## src/logic/alu_pkg.sv

```systemverilog
package alu_pkg;

  localparam int data_w  = 64;
  localparam int half_w  = data_w / 2;
  localparam int short_w = 16;
  localparam int byte_w  = 8;

  typedef logic [data_w-1:0] word_t;

  typedef enum logic [4:0] {
    op_add   = 5'd0,
    op_sub   = 5'd1,
    op_and   = 5'd2,
    op_or    = 5'd3,
    op_xor   = 5'd4,
    op_xnor  = 5'd5,
    op_mov   = 5'd6,
    op_zxt8  = 5'd7,
    op_zxt16 = 5'd8,
    op_sxt8  = 5'd9,
    op_sxt16 = 5'd10,
    op_sxt32 = 5'd11,
    op_cmov  = 5'd12,
    op_cset  = 5'd13,
    op_csand = 5'd14,
    op_csor  = 5'd15,
    op_lahf  = 5'd16
  } op_t;

  // most odd codes invert the even code just below them
  typedef enum logic [3:0] {
    cc_z      = 4'd0,
    cc_nz     = 4'd1,
    cc_s      = 4'd2,
    cc_ns     = 4'd3,
    cc_ugt    = 4'd4,
    cc_ule    = 4'd5,
    cc_uge    = 4'd6,
    cc_ult    = 4'd7,
    cc_sgt    = 4'd8,
    cc_sle    = 4'd9,
    cc_sge    = 4'd10,
    cc_slt    = 4'd11,
    cc_o      = 4'd12,
    cc_no     = 4'd13,
    cc_p      = 4'd14,
    cc_always = 4'd15
  } cond_t;

  typedef struct packed {
    logic cf;
    logic of;
    logic af;
    logic sf;
    logic zf;
    logic pf;
  } flags_t;

  localparam int flags_w = $bits(flags_t);

  function automatic logic sets_flags(op_t op);
    case (op)
      op_add, op_sub, op_and, op_or, op_xor, op_xnor: return 1'b1;
      default: return 1'b0;
    endcase
  endfunction

endpackage
```

## src/logic/int_alu.sv

```systemverilog
module int_alu (
  input  logic            clk,
  input  logic            rst,
  input  logic            op_valid,
  input  alu_pkg::op_t    op,
  input  logic            word32,
  input  alu_pkg::cond_t  cond,
  input  alu_pkg::word_t  a,
  input  alu_pkg::word_t  b,
  input  alu_pkg::flags_t flags_in,
  output logic            res_valid,
  output alu_pkg::word_t  result,
  output alu_pkg::flags_t flags_out,
  output logic            flags_wr
);
  import alu_pkg::*;

  logic  cond_true;
  word_t sum;
  logic  carry;
  logic  ovf;
  logic  aux;
  word_t lm_result;
  word_t cc_result;

  cond_eval u_cond_eval (
    .flags     (flags_in),
    .cond      (cond),
    .cond_true (cond_true)
  );

  alu_adder u_adder (
    .a      (a),
    .b      (b),
    .sub    (op == op_sub),
    .word32 (word32),
    .sum    (sum),
    .carry  (carry),
    .ovf    (ovf),
    .aux    (aux)
  );

  alu_logic_move u_logic_move (
    .op        (op),
    .word32    (word32),
    .a         (a),
    .b         (b),
    .lm_result (lm_result)
  );

  alu_cond_ops u_cond_ops (
    .op        (op),
    .word32    (word32),
    .cond_true (cond_true),
    .a         (a),
    .b         (b),
    .cc_result (cc_result)
  );

  alu_retire_stage u_retire (
    .clk       (clk),
    .rst       (rst),
    .op_valid  (op_valid),
    .op        (op),
    .word32    (word32),
    .flags_in  (flags_in),
    .sum       (sum),
    .carry     (carry),
    .ovf       (ovf),
    .aux       (aux),
    .lm_result (lm_result),
    .cc_result (cc_result),
    .res_valid (res_valid),
    .result    (result),
    .flags_out (flags_out),
    .flags_wr  (flags_wr)
  );

endmodule

```

## src/logic/alu_retire_stage.sv

```systemverilog
module alu_retire_stage (
  input  logic            clk,
  input  logic            rst,
  input  logic            op_valid,
  input  alu_pkg::op_t    op,
  input  logic            word32,
  input  alu_pkg::flags_t flags_in,
  input  alu_pkg::word_t  sum,
  input  logic            carry,
  input  logic            ovf,
  input  logic            aux,
  input  alu_pkg::word_t  lm_result,
  input  alu_pkg::word_t  cc_result,
  output logic            res_valid,
  output alu_pkg::word_t  result,
  output alu_pkg::flags_t flags_out,
  output logic            flags_wr
);
  import alu_pkg::*;

  word_t  next_result;
  flags_t next_flags;
  logic   is_arith;
  logic   wr_now;     // flag write for the op on the inputs

  always_comb begin
    case (op)
      op_add, op_sub: begin
        next_result = sum;
      end
      op_and, op_or, op_xor, op_xnor, op_mov,
      op_zxt8, op_zxt16, op_sxt8, op_sxt16, op_sxt32: begin
        next_result = lm_result;
      end
      op_cmov, op_cset, op_csand, op_csor: begin
        next_result = cc_result;
      end
      op_lahf: begin
        next_result = {{(data_w-flags_w){1'b0}}, flags_in};
      end
      default: begin
        next_result = '0;
      end
    endcase
  end

  assign is_arith = (op == op_add) || (op == op_sub);
  assign wr_now   = op_valid && sets_flags(op);

  // logic ops leave cf/of/af clear
  always_comb begin
    next_flags.cf = is_arith & carry;
    next_flags.of = is_arith & ovf;
    next_flags.af = is_arith & aux;
    if (word32) begin
      next_flags.sf = next_result[half_w-1];
      next_flags.zf = (next_result[half_w-1:0] == '0);
    end else begin
      next_flags.sf = next_result[data_w-1];
      next_flags.zf = (next_result == '0);
    end
    next_flags.pf = ~^next_result[byte_w-1:0]; // even parity
  end

  always_ff @(posedge clk) begin
    if (rst) begin
      res_valid <= 1'b0;
      flags_wr  <= 1'b0;
      result    <= '0;
      flags_out <= '0;
    end else begin
      res_valid <= op_valid;
      flags_wr  <= wr_now;
      if (op_valid) begin
        result <= next_result;
      end
      if (wr_now) begin
        flags_out <= next_flags; // held otherwise
      end
    end
  end

endmodule

```

## src/logic/alu_cond_ops.sv

```systemverilog
module alu_cond_ops (
  input  alu_pkg::op_t   op,
  input  logic           word32,
  input  logic           cond_true,
  input  alu_pkg::word_t a,
  input  alu_pkg::word_t b,
  output alu_pkg::word_t cc_result
);
  import alu_pkg::*;

  word_t picked;  // cmov choice
  logic  bit0;    // single-bit result of set/and/or

  assign picked = cond_true ? b : a;

  always_comb begin
    case (op)
      op_csand: bit0 = cond_true & a[0];
      op_csor:  bit0 = cond_true | a[0];
      default:  bit0 = cond_true;
    endcase
  end

  always_comb begin
    case (op)
      op_cmov: begin
        if (word32) begin
          cc_result = {{(data_w-half_w){1'b0}}, picked[half_w-1:0]};
        end else begin
          cc_result = picked;
        end
      end
      op_cset, op_csand, op_csor: begin
        cc_result = {{(data_w-1){1'b0}}, bit0};
      end
      default: begin
        cc_result = '0;
      end
    endcase
  end

endmodule

```

## src/logic/alu_logic_move.sv

```systemverilog
module alu_logic_move (
  input  alu_pkg::op_t   op,
  input  logic           word32,
  input  alu_pkg::word_t a,
  input  alu_pkg::word_t b,
  output alu_pkg::word_t lm_result
);
  import alu_pkg::*;

  word_t raw;     // full width value before 32-bit zeroing
  logic  narrow;  // op honours word32

  always_comb begin
    raw    = '0;
    narrow = 1'b0;
    case (op)
      op_and: begin
        raw    = a & b;
        narrow = word32;
      end
      op_or: begin
        raw    = a | b;
        narrow = word32;
      end
      op_xor: begin
        raw    = a ^ b;
        narrow = word32;
      end
      op_xnor: begin
        raw    = ~(a ^ b);
        narrow = word32;
      end
      op_mov: begin
        raw    = b;
        narrow = word32;
      end
      op_zxt8: begin
        raw = {{(data_w-byte_w){1'b0}}, b[byte_w-1:0]};
      end
      op_zxt16: begin
        raw = {{(data_w-short_w){1'b0}}, b[short_w-1:0]};
      end
      // 32-bit form is the 64-bit one with the upper half cleared
      op_sxt8: begin
        raw    = {{(data_w-byte_w){b[byte_w-1]}}, b[byte_w-1:0]};
        narrow = word32;
      end
      op_sxt16: begin
        raw    = {{(data_w-short_w){b[short_w-1]}}, b[short_w-1:0]};
        narrow = word32;
      end
      op_sxt32: begin
        raw = {{(data_w-half_w){b[half_w-1]}}, b[half_w-1:0]};
      end
      default: begin
        raw = '0; // not a logic/move op
      end
    endcase
  end

  always_comb begin
    if (narrow) begin
      lm_result = {{(data_w-half_w){1'b0}}, raw[half_w-1:0]};
    end else begin
      lm_result = raw;
    end
  end

endmodule

```

## src/logic/alu_adder.sv

```systemverilog
module alu_adder (
  input  alu_pkg::word_t a,
  input  alu_pkg::word_t b,
  input  logic           sub,
  input  logic           word32,
  output alu_pkg::word_t sum,
  output logic           carry,
  output logic           ovf,
  output logic           aux
);
  import alu_pkg::*;

  word_t           b_eff;
  logic [data_w:0] full;   // top bit is the 64-bit carry out
  logic            cin_4;
  logic            cin_31;
  logic            cin_32;
  logic            cin_63;
  logic            cout;

  assign b_eff = sub ? ~b : b;
  assign full  = {1'b0, a} + {1'b0, b_eff} + {{data_w{1'b0}}, sub};

  // carry into a bit is sum ^ a ^ b at that bit
  assign cin_4  = full[4] ^ a[4] ^ b_eff[4];
  assign cin_31 = full[half_w-1] ^ a[half_w-1] ^ b_eff[half_w-1];
  assign cin_32 = full[half_w] ^ a[half_w] ^ b_eff[half_w];
  assign cin_63 = full[data_w-1] ^ a[data_w-1] ^ b_eff[data_w-1];

  assign cout = word32 ? cin_32 : full[data_w];

  always_comb begin
    if (word32) begin
      ovf = cin_31 ^ cin_32;
    end else begin
      ovf = cin_63 ^ full[data_w];
    end
  end

  // subtract reports borrow as inverted carry
  assign carry = cout ^ sub;
  assign aux   = cin_4 ^ sub;

  always_comb begin
    if (word32) begin
      sum = {{(data_w-half_w){1'b0}}, full[half_w-1:0]};
    end else begin
      sum = full[data_w-1:0];
    end
  end

endmodule

```

## src/logic/cond_eval.sv

```systemverilog
module cond_eval (
  input  alu_pkg::flags_t flags,
  input  alu_pkg::cond_t  cond,
  output logic            cond_true
);
  import alu_pkg::*;

  logic lt; // signed less-than

  assign lt = flags.sf ^ flags.of;

  always_comb begin
    cond_true = 1'b1;
    case (cond)
      cc_z:      cond_true = flags.zf;
      cc_nz:     cond_true = ~flags.zf;
      cc_s:      cond_true = flags.sf;
      cc_ns:     cond_true = ~flags.sf;
      // cf holds the borrow after a compare
      cc_ugt:    cond_true = ~flags.cf & ~flags.zf;
      cc_ule:    cond_true = flags.cf | flags.zf;
      cc_uge:    cond_true = ~flags.cf;
      cc_ult:    cond_true = flags.cf;
      cc_sgt:    cond_true = ~lt & ~flags.zf;
      cc_sle:    cond_true = lt | flags.zf;
      cc_sge:    cond_true = ~lt;
      cc_slt:    cond_true = lt;
      cc_o:      cond_true = flags.of;
      cc_no:     cond_true = ~flags.of;
      cc_p:      cond_true = flags.pf;
      cc_always: cond_true = 1'b1;
    endcase
  end

endmodule

```

## config.mk

```make
export PLATFORM = sky130hd
export DESIGN_NAME = int_alu
export DESIGN_NICKNAME = d
export VERILOG_FILES = /design/src/logic/alu_pkg.sv /design/src/logic/int_alu.sv /design/src/logic/alu_retire_stage.sv /design/src/logic/alu_cond_ops.sv /design/src/logic/alu_logic_move.sv /design/src/logic/alu_adder.sv /design/src/logic/cond_eval.sv
export SDC_FILE = /design/constraint.sdc
export NUM_CORES = 1
export LEC_CHECK = 0
export ABC_AREA = 1
export BUFFER_PORTS_ARGS = -buffer_cell sky130_fd_sc_hd__buf_2
export CORE_MARGIN = 10
export CORE_UTILIZATION = 61
export CTS_CLUSTER_DIAMETER = 80
export DETAILED_ROUTE_END_ITERATION = 6
export PLACE_DENSITY = 0.84
export SYNTH_ARGS = -nofsm -noshare
export SYNTH_HDL_FRONTEND = slang
export SYNTH_SLANG_ARGS = --single-unit
```

## constraint.sdc

```tcl
create_clock -name clk -period 5.05 [get_ports clk]
set_input_delay 1.01 -clock clk [delete_from_list [all_inputs] [get_ports clk]]
set_output_delay 1.01 -clock clk [all_outputs]
set_load 0.005 [all_outputs]
```

Word-level counts from Yosys, hierarchy flattened:

Cells that the tools add are included.

* bits in registers: 72
* input bits: 147

* add/sub/neg operators: 2
* eq/ne operators: 31
* multiplexer cells: 15
* bitwise logic cells: 32
* reductions and logical operators: 13

Operator list (number)
* 64-bit case mux with 10 select lines: 1
* 64-bit 2-to-1 mux: 5
* 64-bit case mux with 4 select lines: 1
* 64-bit inverter: 2
* 64-bit case mux with 2 select lines: 1
* 64-bit by 64-bit adder with 65-bit output: 1
* 65-bit by 1-bit adder with 65-bit output: 1
* 64-bit bitwise AND: 1
* 64-bit logical NOT: 1
* 64-bit OR: 1
* 64-bit bitwise XOR: 1
* 5-bit by 4-bit == test with 1-bit output, second input constant: 8
* 4-bit == test, second input constant: 8
* 32-bit logical NOT: 1
* 5-bit by 3-bit == test with 1-bit output, second input constant: 4
* 4-bit by 3-bit == test with 1-bit output, second input constant: 4
* 1-bit case mux with 16 select lines: 1
* 1-bit bitwise XOR: 13
* 5-bit by 2-bit == test with 1-bit output, second input constant: 2
* 10-bit OR reduction: 1
* 4-bit by 2-bit == test with 1-bit output, second input constant: 2
* 8-bit XNOR reduction: 1
* 7-bit OR reduction: 1
* 1-bit bitwise AND: 6
* 16 further kinds: 25

Longest topological paths before layout:

Gate-level depths: netlist of the first run.

* depth after elaboration: 10
* gate-level depth with buffers: 29
* mapped depth without buffers: 26

Modules after synthesis:

From an unflattened synthesis of the first run, not the netlist that was laid out.

* cell total of the unflattened synthesis: 2899
* area, all modules: 16861.2 µm²

By module, submodules not included
* alu_adder: times used 1, cells an instance 965, area an instance 5455.2 µm², sequential area each 0.0 µm²
* alu_logic_move: times used 1, cells an instance 885, area an instance 5207.5 µm², sequential area each 0.0 µm²
* alu_retire_stage: times used 1, cells an instance 767, area an instance 4710.8 µm², sequential area each 1441.4 µm²
* alu_cond_ops: times used 1, cells an instance 227, area an instance 1253.7 µm², sequential area each 0.0 µm²
* cond_eval: times used 1, cells an instance 49, area an instance 211.5 µm², sequential area each 0.0 µm²
* int_alu: times used 1, cells an instance 6, area an instance 22.5 µm², sequential area each 0.0 µm²

Worst setup path before layout of the first run:

Ideal clock, no wire load.

* kind: input to register
* from: input op[1]
* to: register u_retire.flags_out[0] (netlist name)
* library setup time: 116 ps
* arrival: 4072 ps
* required time: 4934 ps
* slack: 862 ps
* stages on the path: 17
* path buffers: 3
* cell sequence: buf_4 -> nor2_2 -> nand3_1 -> buf_2 -> buf_1 -> xor2_1 -> fa_1 -> xnor2_1 -> nor2_1 -> a221oi_1 -> o21ai_0 -> a2111oi_2 -> ha_1 -> xnor2_1 -> xnor2_1 -> o21ai_0 -> nor2_1

* cells in the longest elaborated chain, start to end: 7
* elaborated cells between the ends (all ways): 34
* classes of those cells: add/sub: 2; eq/ne: 16; mux: 8; reduce/logical: 8

Ends and longest elaborated chain
* start: declaration: line int_alu.sv:5 `input alu_pkg::op_t op,`
* 5-bit by 1-bit == test with 1-bit output: line alu_pkg.sv:62, int_alu.sv:35, alu_retire_stage.sv:27
* 64-bit 2-to-1 mux: line alu_adder.sv:21 `assign b_eff = sub ? ~b : b;`
* 64-bit by 64-bit adder with 65-bit output: line alu_adder.sv:22 `assign full = {1'b0, a} + {1'b0, b_eff} + {{data_w{1'b0}}, sub};`
* 65-bit by 1-bit adder with 65-bit output: line alu_adder.sv:22
* 64-bit 2-to-1 mux: line alu_adder.sv:45 `if (word32) begin`
* 64-bit case mux with 4 select lines: line alu_retire_stage.sv:27 `case (op)`
* 8-bit XNOR reduction: line alu_retire_stage.sv:62 `next_flags.pf = ~^next_result[byte_w-1:0];`

Several ways; a longest one is shown, not always the timed one.
A chain may end at the register's enable or synchronous reset.

Worst setup path in the final report of the first run:

* from: input op[2]
* to: register u_retire.flags_out[1] (netlist name)

* cells in the longest elaborated chain, start to end: 8
* elaborated cells between the ends (all ways): 38
* classes of those cells: add/sub: 2; eq/ne: 16; mux: 10; reduce/logical: 10

Ends and longest elaborated chain
* 5-bit by 1-bit == test with 1-bit output: line alu_pkg.sv:62, int_alu.sv:35, alu_retire_stage.sv:27
* 64-bit 2-to-1 mux: line alu_adder.sv:21
* 64-bit by 64-bit adder with 65-bit output: line alu_adder.sv:22
* 65-bit by 1-bit adder with 65-bit output: line alu_adder.sv:22
* 64-bit 2-to-1 mux: line alu_adder.sv:45
* 64-bit case mux with 4 select lines: line alu_retire_stage.sv:27
* 64-bit logical NOT or 32-bit logical NOT (tied branches): line alu_retire_stage.sv:60, alu_retire_stage.sv:57
* 2-bit 2-to-1 mux: line alu_retire_stage.sv:55 `if (word32) begin`

Several ways; a longest one is shown, not always the timed one.

==> flow_metrics.py, run 1 <==
metrics = {
    "critical_path": {
        "worstSetupEndpointType": "flop",
        "required_ns": 5.32,
        "critical_path_class": "input port to flop",
        "cp.arrival_ns": 5.09,
        "path_max_fanout": 50,
        "cp-start-kind": "input port",
    },
    "logic_synthesis": {
        "synth_edf_count": 0,
        "yosysWarnings": 0,
        "avgSynthCellArea_sq_um": 5.510,
        "dominantRegCellSynth": "dfxtp_1",
        "async_reset_ff_share_pct": 0,
        "syn_area_sq_um": 15650,
        "ys_ff_latch": 72,
        "synth_sequential_area_ratio_pct": 9.212,
        "syn_inst": 2840,
        "synthDistinctLibCells": 50,
        "synth.net_count": 3191,
    },
    "pwr": {
        "power_mw": 2.913,
        "peakVddDrop_mv": 0.2265,
        "powerDensity_nw_per_um2": 166.6,
        "p_leak_nw": 10.16,
    },
    "sta": {
        "hold_viol": 0,
        "fin_crit_sh_pct": 95.40,
        "min_period_ns": 4.818,
        "tightestPinTransition_ns": 1.376,
        "hold_ws_ns": 0.4741,
        "setup_slack_ns": 0.2322,
        "rsz0062_at_grt": "false",
        "drv_slew": 0,
        "setup_violations": 0,
        "relSlewSlack_pct": 7.643,
        "fmax_mhz": 207.6,
        "skew_ns": 0,
    },
    "global_routing": {
        "antenna_found_initial": 2,
        "grt_pass1_wl_um": 105600,
        "grtUsageTotal_pct": 40.06,
        "grt_max_degree": 65,
        "grt_overflow": 0,
        "grt_pass1_vias": 19440,
    },
    "layout": {
        "n_fill_cell": 2297,
        "final_area_sq_um": 17480,
        "areaGrowthSynthToFinish_pct": 11.71,
        "drive_gt1_share_pct": 11.26,
        "final_common_cell": "nand2_1",
        "nNetsFinal": 3385,
        "final_cell_mix": "793 x nand2_1, 495 x inv_1, 326 x nor2_1",
    },
    "routing": {
        "drtIter0Drc": 2743,
        "drc": 1,
        "ant_nets": 0,
        "viasPerCell": 6.033,
        "wl_um": 69490,
        "vias": 20330,
        "drt-wirelength-per-cell_um": 20.62,
        "first_pass_iters": 7,
    },
    "die": {
        "die_area_sq_um": 32460,
        "start_util_pct": 62.14,
        "ioPinCount": 219,
        "core_area_sq_um": 25180,
        "num_rows": 58,
        "die_x_um": 180.2,
        "die_h_um": 180.2,
    },
    "clocking": {
        "cts_buffer_depth": 2,
        "ctsHoldBuffers": 0,
        "path_clk_slew_ns": 0.06,
        "cts_made_buffers": 9,
        "clock_latency_ns": 0.35,
        "cts-root-buf": "clkbuf_16",
        "cts.sink_count": 72,
        "tritoncts": "built",
        "htreeDepth": 3,
    },
    "run_status": {
        "violations": "design-rule violations",
        "status": "finished with violations",
    },
    "min_path": {
        "hold_path.class": "flop to flop",
    },
    "run": {
        "drv_cap": 0,
    },
    "placed_design": {
        "hpwl_um": 54840,
        "pre_cts_slack_ns": -0.0001030,
        "gp_congestion": 1.108,
        "portBuffers": 218,
        "dpl-instance-area_sq_um": 17190,
    },
}
sequential cells by signal, summed over array words and instances, names as in the netlist:
register and cells:
u_retire.result 64, u_retire.flags_out 6, u_retire.flags_wr 1, u_retire.res_valid 1
cell usage after synthesis, types with 6 or more instances:
master       n  share of area [%]
nor3_1      30               0.96
inv_1      495                 12
nand3_1    181                5.8
buf_6        7               0.50
o31ai_1      7               0.34
nor2_1     329                7.9
nand3b_1    23                1.1
xnor2_1      6               0.34
o22ai_1     10               0.40
inv_2       15               0.36
nand4_1     17               0.68
ha_1       203                 16
xor2_1      67                3.8
a21oi_1    167                5.3
buf_2       33                1.1
clkbuf_1    37               0.89
dfxtp_1     72                9.2
buf_1        7               0.17
o211ai_1    47                2.3
o21ai_1     22               0.70
o21ai_0    157                5.0
nor4_1      12               0.48
o2111ai_1   17               0.95
buf_4        7               0.34
o21bai_1    12               0.58
o221ai_1     6               0.34
a221oi_1     6               0.34
nand2_1    794                 19
a211oi_1     6               0.29
nor2_2       6               0.24
repair_timing:
| item | in CTS | in global routing |
|---|---|---|
| resized for setup | 0 | 1 |
| buffers inserted | 0 | 0 |
| endpoints found under the setup margin | 0 | 1 |
kinds of logic (layout without fill, tap and decap cells):
| logic type | after synthesis | in the layout | synth area share (%) |
|---|---|---|---|
| flops | 72 | 72 | 9.212 |
| other cells | 0 | 2 | 0 |
| fa+ha+maj | 204 | 204 | 16.36 |
| simple gates | 1408 | 1408 | 36.99 |
| compound gates | 480 | 480 | 18.12 |
| buf+inv | 603 | 801 | 15.23 |
| xor+xnor | 73 | 73 | 4.086 |
routing by layer:
layer | part of all wire (%) | wire [um] | track usage [%]
met5 | 0 | 0 | 0
met4 | 9.4 | 6512 | 32.25
met3 | 12 | 8075 | 8.755
met2 | 44 | 30820 | 65.74
met1 | 35 | 24080 | 43.95
report_power, final:
group / internal (mW) / total (mW) / switching, mW / leakage, nW
clock: 0.357 / 0.612 / 0.255 / 0.134
combinational: 0.546 / 1.68 / 1.13 / 9.43
sequential: 0.605 / 0.625 / 0.0204 / 0.594
total: 1.51 / 2.91 / 1.40 / 10.2
final timing paths:
check | start | endpoint | slack [ns] | cells past startpoint
worst max-delay path | op[2] | u_retire.flags_out[1]$_SDFFE_PP0P_ | 0.23 | 22
worst min-delay path | u_retire.result[8]$_SDFFE_PP0P_ | u_retire.result[8]$_SDFFE_PP0P_ | 0.47 | 2
worst max register to register | u_retire.result[61]$_SDFFE_PP0P_ | u_retire.result[61]$_SDFFE_PP0P_ | 4.15 | 4
worst min register to register | u_retire.result[8]$_SDFFE_PP0P_ | u_retire.result[8]$_SDFFE_PP0P_ | 0.47 | 2
critical path, cell delays in order:
cell and delay, ns:
buf_2 0.15, nor2_2 0.26, nand3_4 0.17, buf_12 0.26, xor2_1 0.21, ha_1 0.42
nand2_1 0.14, nor2_1 0.30, nand2_1 0.19, nor2_1 0.32, nand3_1 0.28, nand3_1 0.13
nand2_1 0.05, nand3_1 0.20, nand2_1 0.13, nor2_1 0.11, nand2_1 0.07, nor2_1 0.12
nand3_1 0.09, nor2_1 0.16, nand4_1 0.10, a21oi_1 0.16
stage by stage:
stage / setup TNS (ns) / utilization [%] / instances
2_1_floorplan: 0 / - / 2840
3_3_place_gp: 0 / 68.26 / 3353
3_5_place_dp: -0.0001030 / 68.26 / 3353
4_1_cts: 0 / 69.37 / 3368
5_1_grt: 0 / 69.41 / 3370
6_report: 0 / 69.41 / 3370
cell type report:
class                   instances  area [sq um]  area share (%)
inverters                     512          1922           10.99
clock buffers                  11         252.7           1.446
clock inverters                 4         28.78          0.1646
repair buffers                274          1551           8.876
well taps                     330         412.9           2.362
flip-flops and latches         72          1441           8.246
multi-input cells            2165         11870           67.88
diodes                          2         5.005         0.02863
(Power assumes the default switching activity.)
==> run 2, diff against run 1 <==
- BUFFER_PORTS_ARGS: -buffer_cell sky130_fd_sc_hd__buf_2 -> -buffer_cell sky130_fd_sc_hd__buf_4
==> run 2 against run 1 <==
The run now ends clean. Sequential cell count is the same. Clock skew stayed put. Fmax shrank 0.20%. Via count rose by 0.67%. Combinational power up 3%. Core utilization up 1.9 points. Register-to-register slack better by 0.06 ns. Critical path type unchanged.
==> flow_metrics.py, run 2 (same netlist as run 1, synthesis figures left out) <==
metrics = {
    "placed_design": {
        "pre_cts_slack_ns": -0.05059,
        "dpl-instance-area_sq_um": 17630,
        "portBuffers": 218,
        "hpwl_um": 54880,
        "dp.cells": 3345,
        "gp_congestion": 1.111,
    },
    "clocking": {
        "cts_buffer_depth": 2,
        "cts-root-buf": "clkbuf_16",
        "htreeDepth": 3,
        "clock_latency_ns": 0.33,
        "path_clk_slew_ns": 0.06,
        "cts_made_buffers": 9,
        "tritoncts": "built",
        "ctsHoldBuffers": 0,
        "cts_setup_buffers": 0,
        "cts.sink_count": 72,
    },
    "layout": {
        "reg_top3": "u_retire.result x64, u_retire.flags_out x6",
        "nNetsFinal": 3377,
        "regMostFlops": "u_retire.result",
        "final_cells": 3362,
        "areaGrowthSynthToFinish_pct": 14.75,
        "final_cell_mix": "793 x nand2_1, 495 x inv_1, 323 x nor2_1",
        "final_common_cell": "nand2_1",
        "drive_gt1_share_pct": 11.18,
        "largest_reg_flops": 64,
        "final_util_pct": 71.31,
        "final_area_sq_um": 17960,
    },
    "sta": {
        "setup_tns_ns": 0,
        "tightestPinTransition_ns": 1.230,
        "fin_crit_sh_pct": 95.60,
        "min_period_ns": 4.828,
        "drv_slew": 0,
        "fmax_mhz": 207.1,
        "setup_slack_ns": 0.2224,
        "rsz0062_at_grt": "false",
        "skew_ns": 0,
        "hold_ws_ns": 0.4886,
        "relSlewSlack_pct": 17.89,
        "hold_viol": 0,
        "setup_violations": 0,
    },
    "run_status": {
        "status": "completed",
    },
    "pwr": {
        "power_mw": 2.992,
        "peakVddDrop_mv": 0.1720,
        "p_leak_nw": 10.25,
        "powerDensity_nw_per_um2": 166.7,
    },
    "critical_path": {
        "worst-r2r-setup-slack_ns": 4.21,
        "required_ns": 5.31,
        "worstSetupEndpointType": "flop",
        "path_max_fanout": 26,
        "cp.arrival_ns": 5.09,
        "critical_path_class": "input port to flop",
        "cp-start-kind": "input port",
    },
    "global_routing": {
        "grt_pass1_vias": 19220,
        "antenna_found_initial": 2,
        "grt_max_degree": 65,
        "grt_pass1_wl_um": 105400,
        "grt_overflow": 0,
        "grtUsageTotal_pct": 40.00,
    },
    "routing": {
        "ant_nets": 0,
        "drt-wirelength-per-cell_um": 20.74,
        "vias": 20470,
        "wl_um": 69730,
        "drtIter0Drc": 2668,
        "drc": 0,
        "first_pass_iters": 6,
        "viasPerCell": 6.088,
    },
    "die": {
        "die_h_um": 180.2,
        "ioPinCount": 219,
        "start_util_pct": 62.14,
        "die_x_um": 180.2,
        "num_rows": 58,
        "core_area_sq_um": 25180,
        "die_area_sq_um": 32460,
    },
    "min_path": {
        "hold_path.class": "flop to flop",
    },
    "run": {
        "drv_cap": 0,
    },
}
[run 2: cell count changes in the layout (fill, tap and decap cells not counted), sizes merged]
cell      delta
clkinv       +2
bufinv       +1
clkinvlp     -1
diode        -1
inv          -1
buf          -8
[run 2: repair_timing]
item / 4_1_cts / 5_1_grt
endpoints found under the setup margin: 0 / 1
endpoints found under the hold margin: 0 / 0
gates resized for setup: 0 / 6
[run 2: area by class of cell]
cell class | count | area (sq um)
diodes | 1 | 2.502
fillers | 2238 | 7226
inverters | 512 | 1922
multi-input cells | 2165 | 11880
clock inverters | 5 | 56.30
well taps | 330 | 412.9
repair buffers | 266 | 1997
flip-flops and latches | 72 | 1441
clock buffers | 11 | 242.7
[run 2: power by group]
part / leakage (nW) / total [mW] / internal (mW) / switching [mW]
clock network: 0.146 / 0.638 / 0.395 / 0.243
logic: 9.51 / 1.73 / 0.589 / 1.14
registers: 0.594 / 0.628 / 0.605 / 0.0228
[run 2: worst paths after layout]
check	startpoint	to	cells after the start
max	op[2]	u_retire.flags_out[1]$_SDFFE_PP0P_	24
max reg2reg	u_retire.result[23]$_SDFFE_PP0P_	u_retire.result[23]$_SDFFE_PP0P_	4
min	u_retire.result[49]$_SDFFE_PP0P_	u_retire.result[49]$_SDFFE_PP0P_	2
min reg2reg	u_retire.result[49]$_SDFFE_PP0P_	u_retire.result[49]$_SDFFE_PP0P_	2
[run 2: worst max-delay path: stages]
cell	delay, ns
buf_4	0.14
nor2_2	0.24
nand3_4	0.22
buf_4	0.35
xor2_1	0.21
ha_1	0.49
nand2_1	0.18
inv_1	0.12
nand2_1	0.08
nor2_1	0.16
inv_1	0.10
nor2_1	0.24
nand3_1	0.22
nand2_1	0.11
nand2_1	0.05
nand3_1	0.23
nand2_1	0.13
inv_1	0.11
nand2_1	0.07
nor2_1	0.10
nand3_1	0.07
nor2_1	0.19
nand4_1	0.12
a21oi_1	0.14
[run 2: metal layers]
layer | vias up | GRT usage [%] | part of all wire (%)
met2 | 1571 | 63.40 | 43
met3 | 425 | 9.257 | 12
li1 | 9411 | - | -
met1 | 9058 | 45.26 | 35
met5 | - | 0 | 0.023
met4 | 2 | 32.51 | 9.6
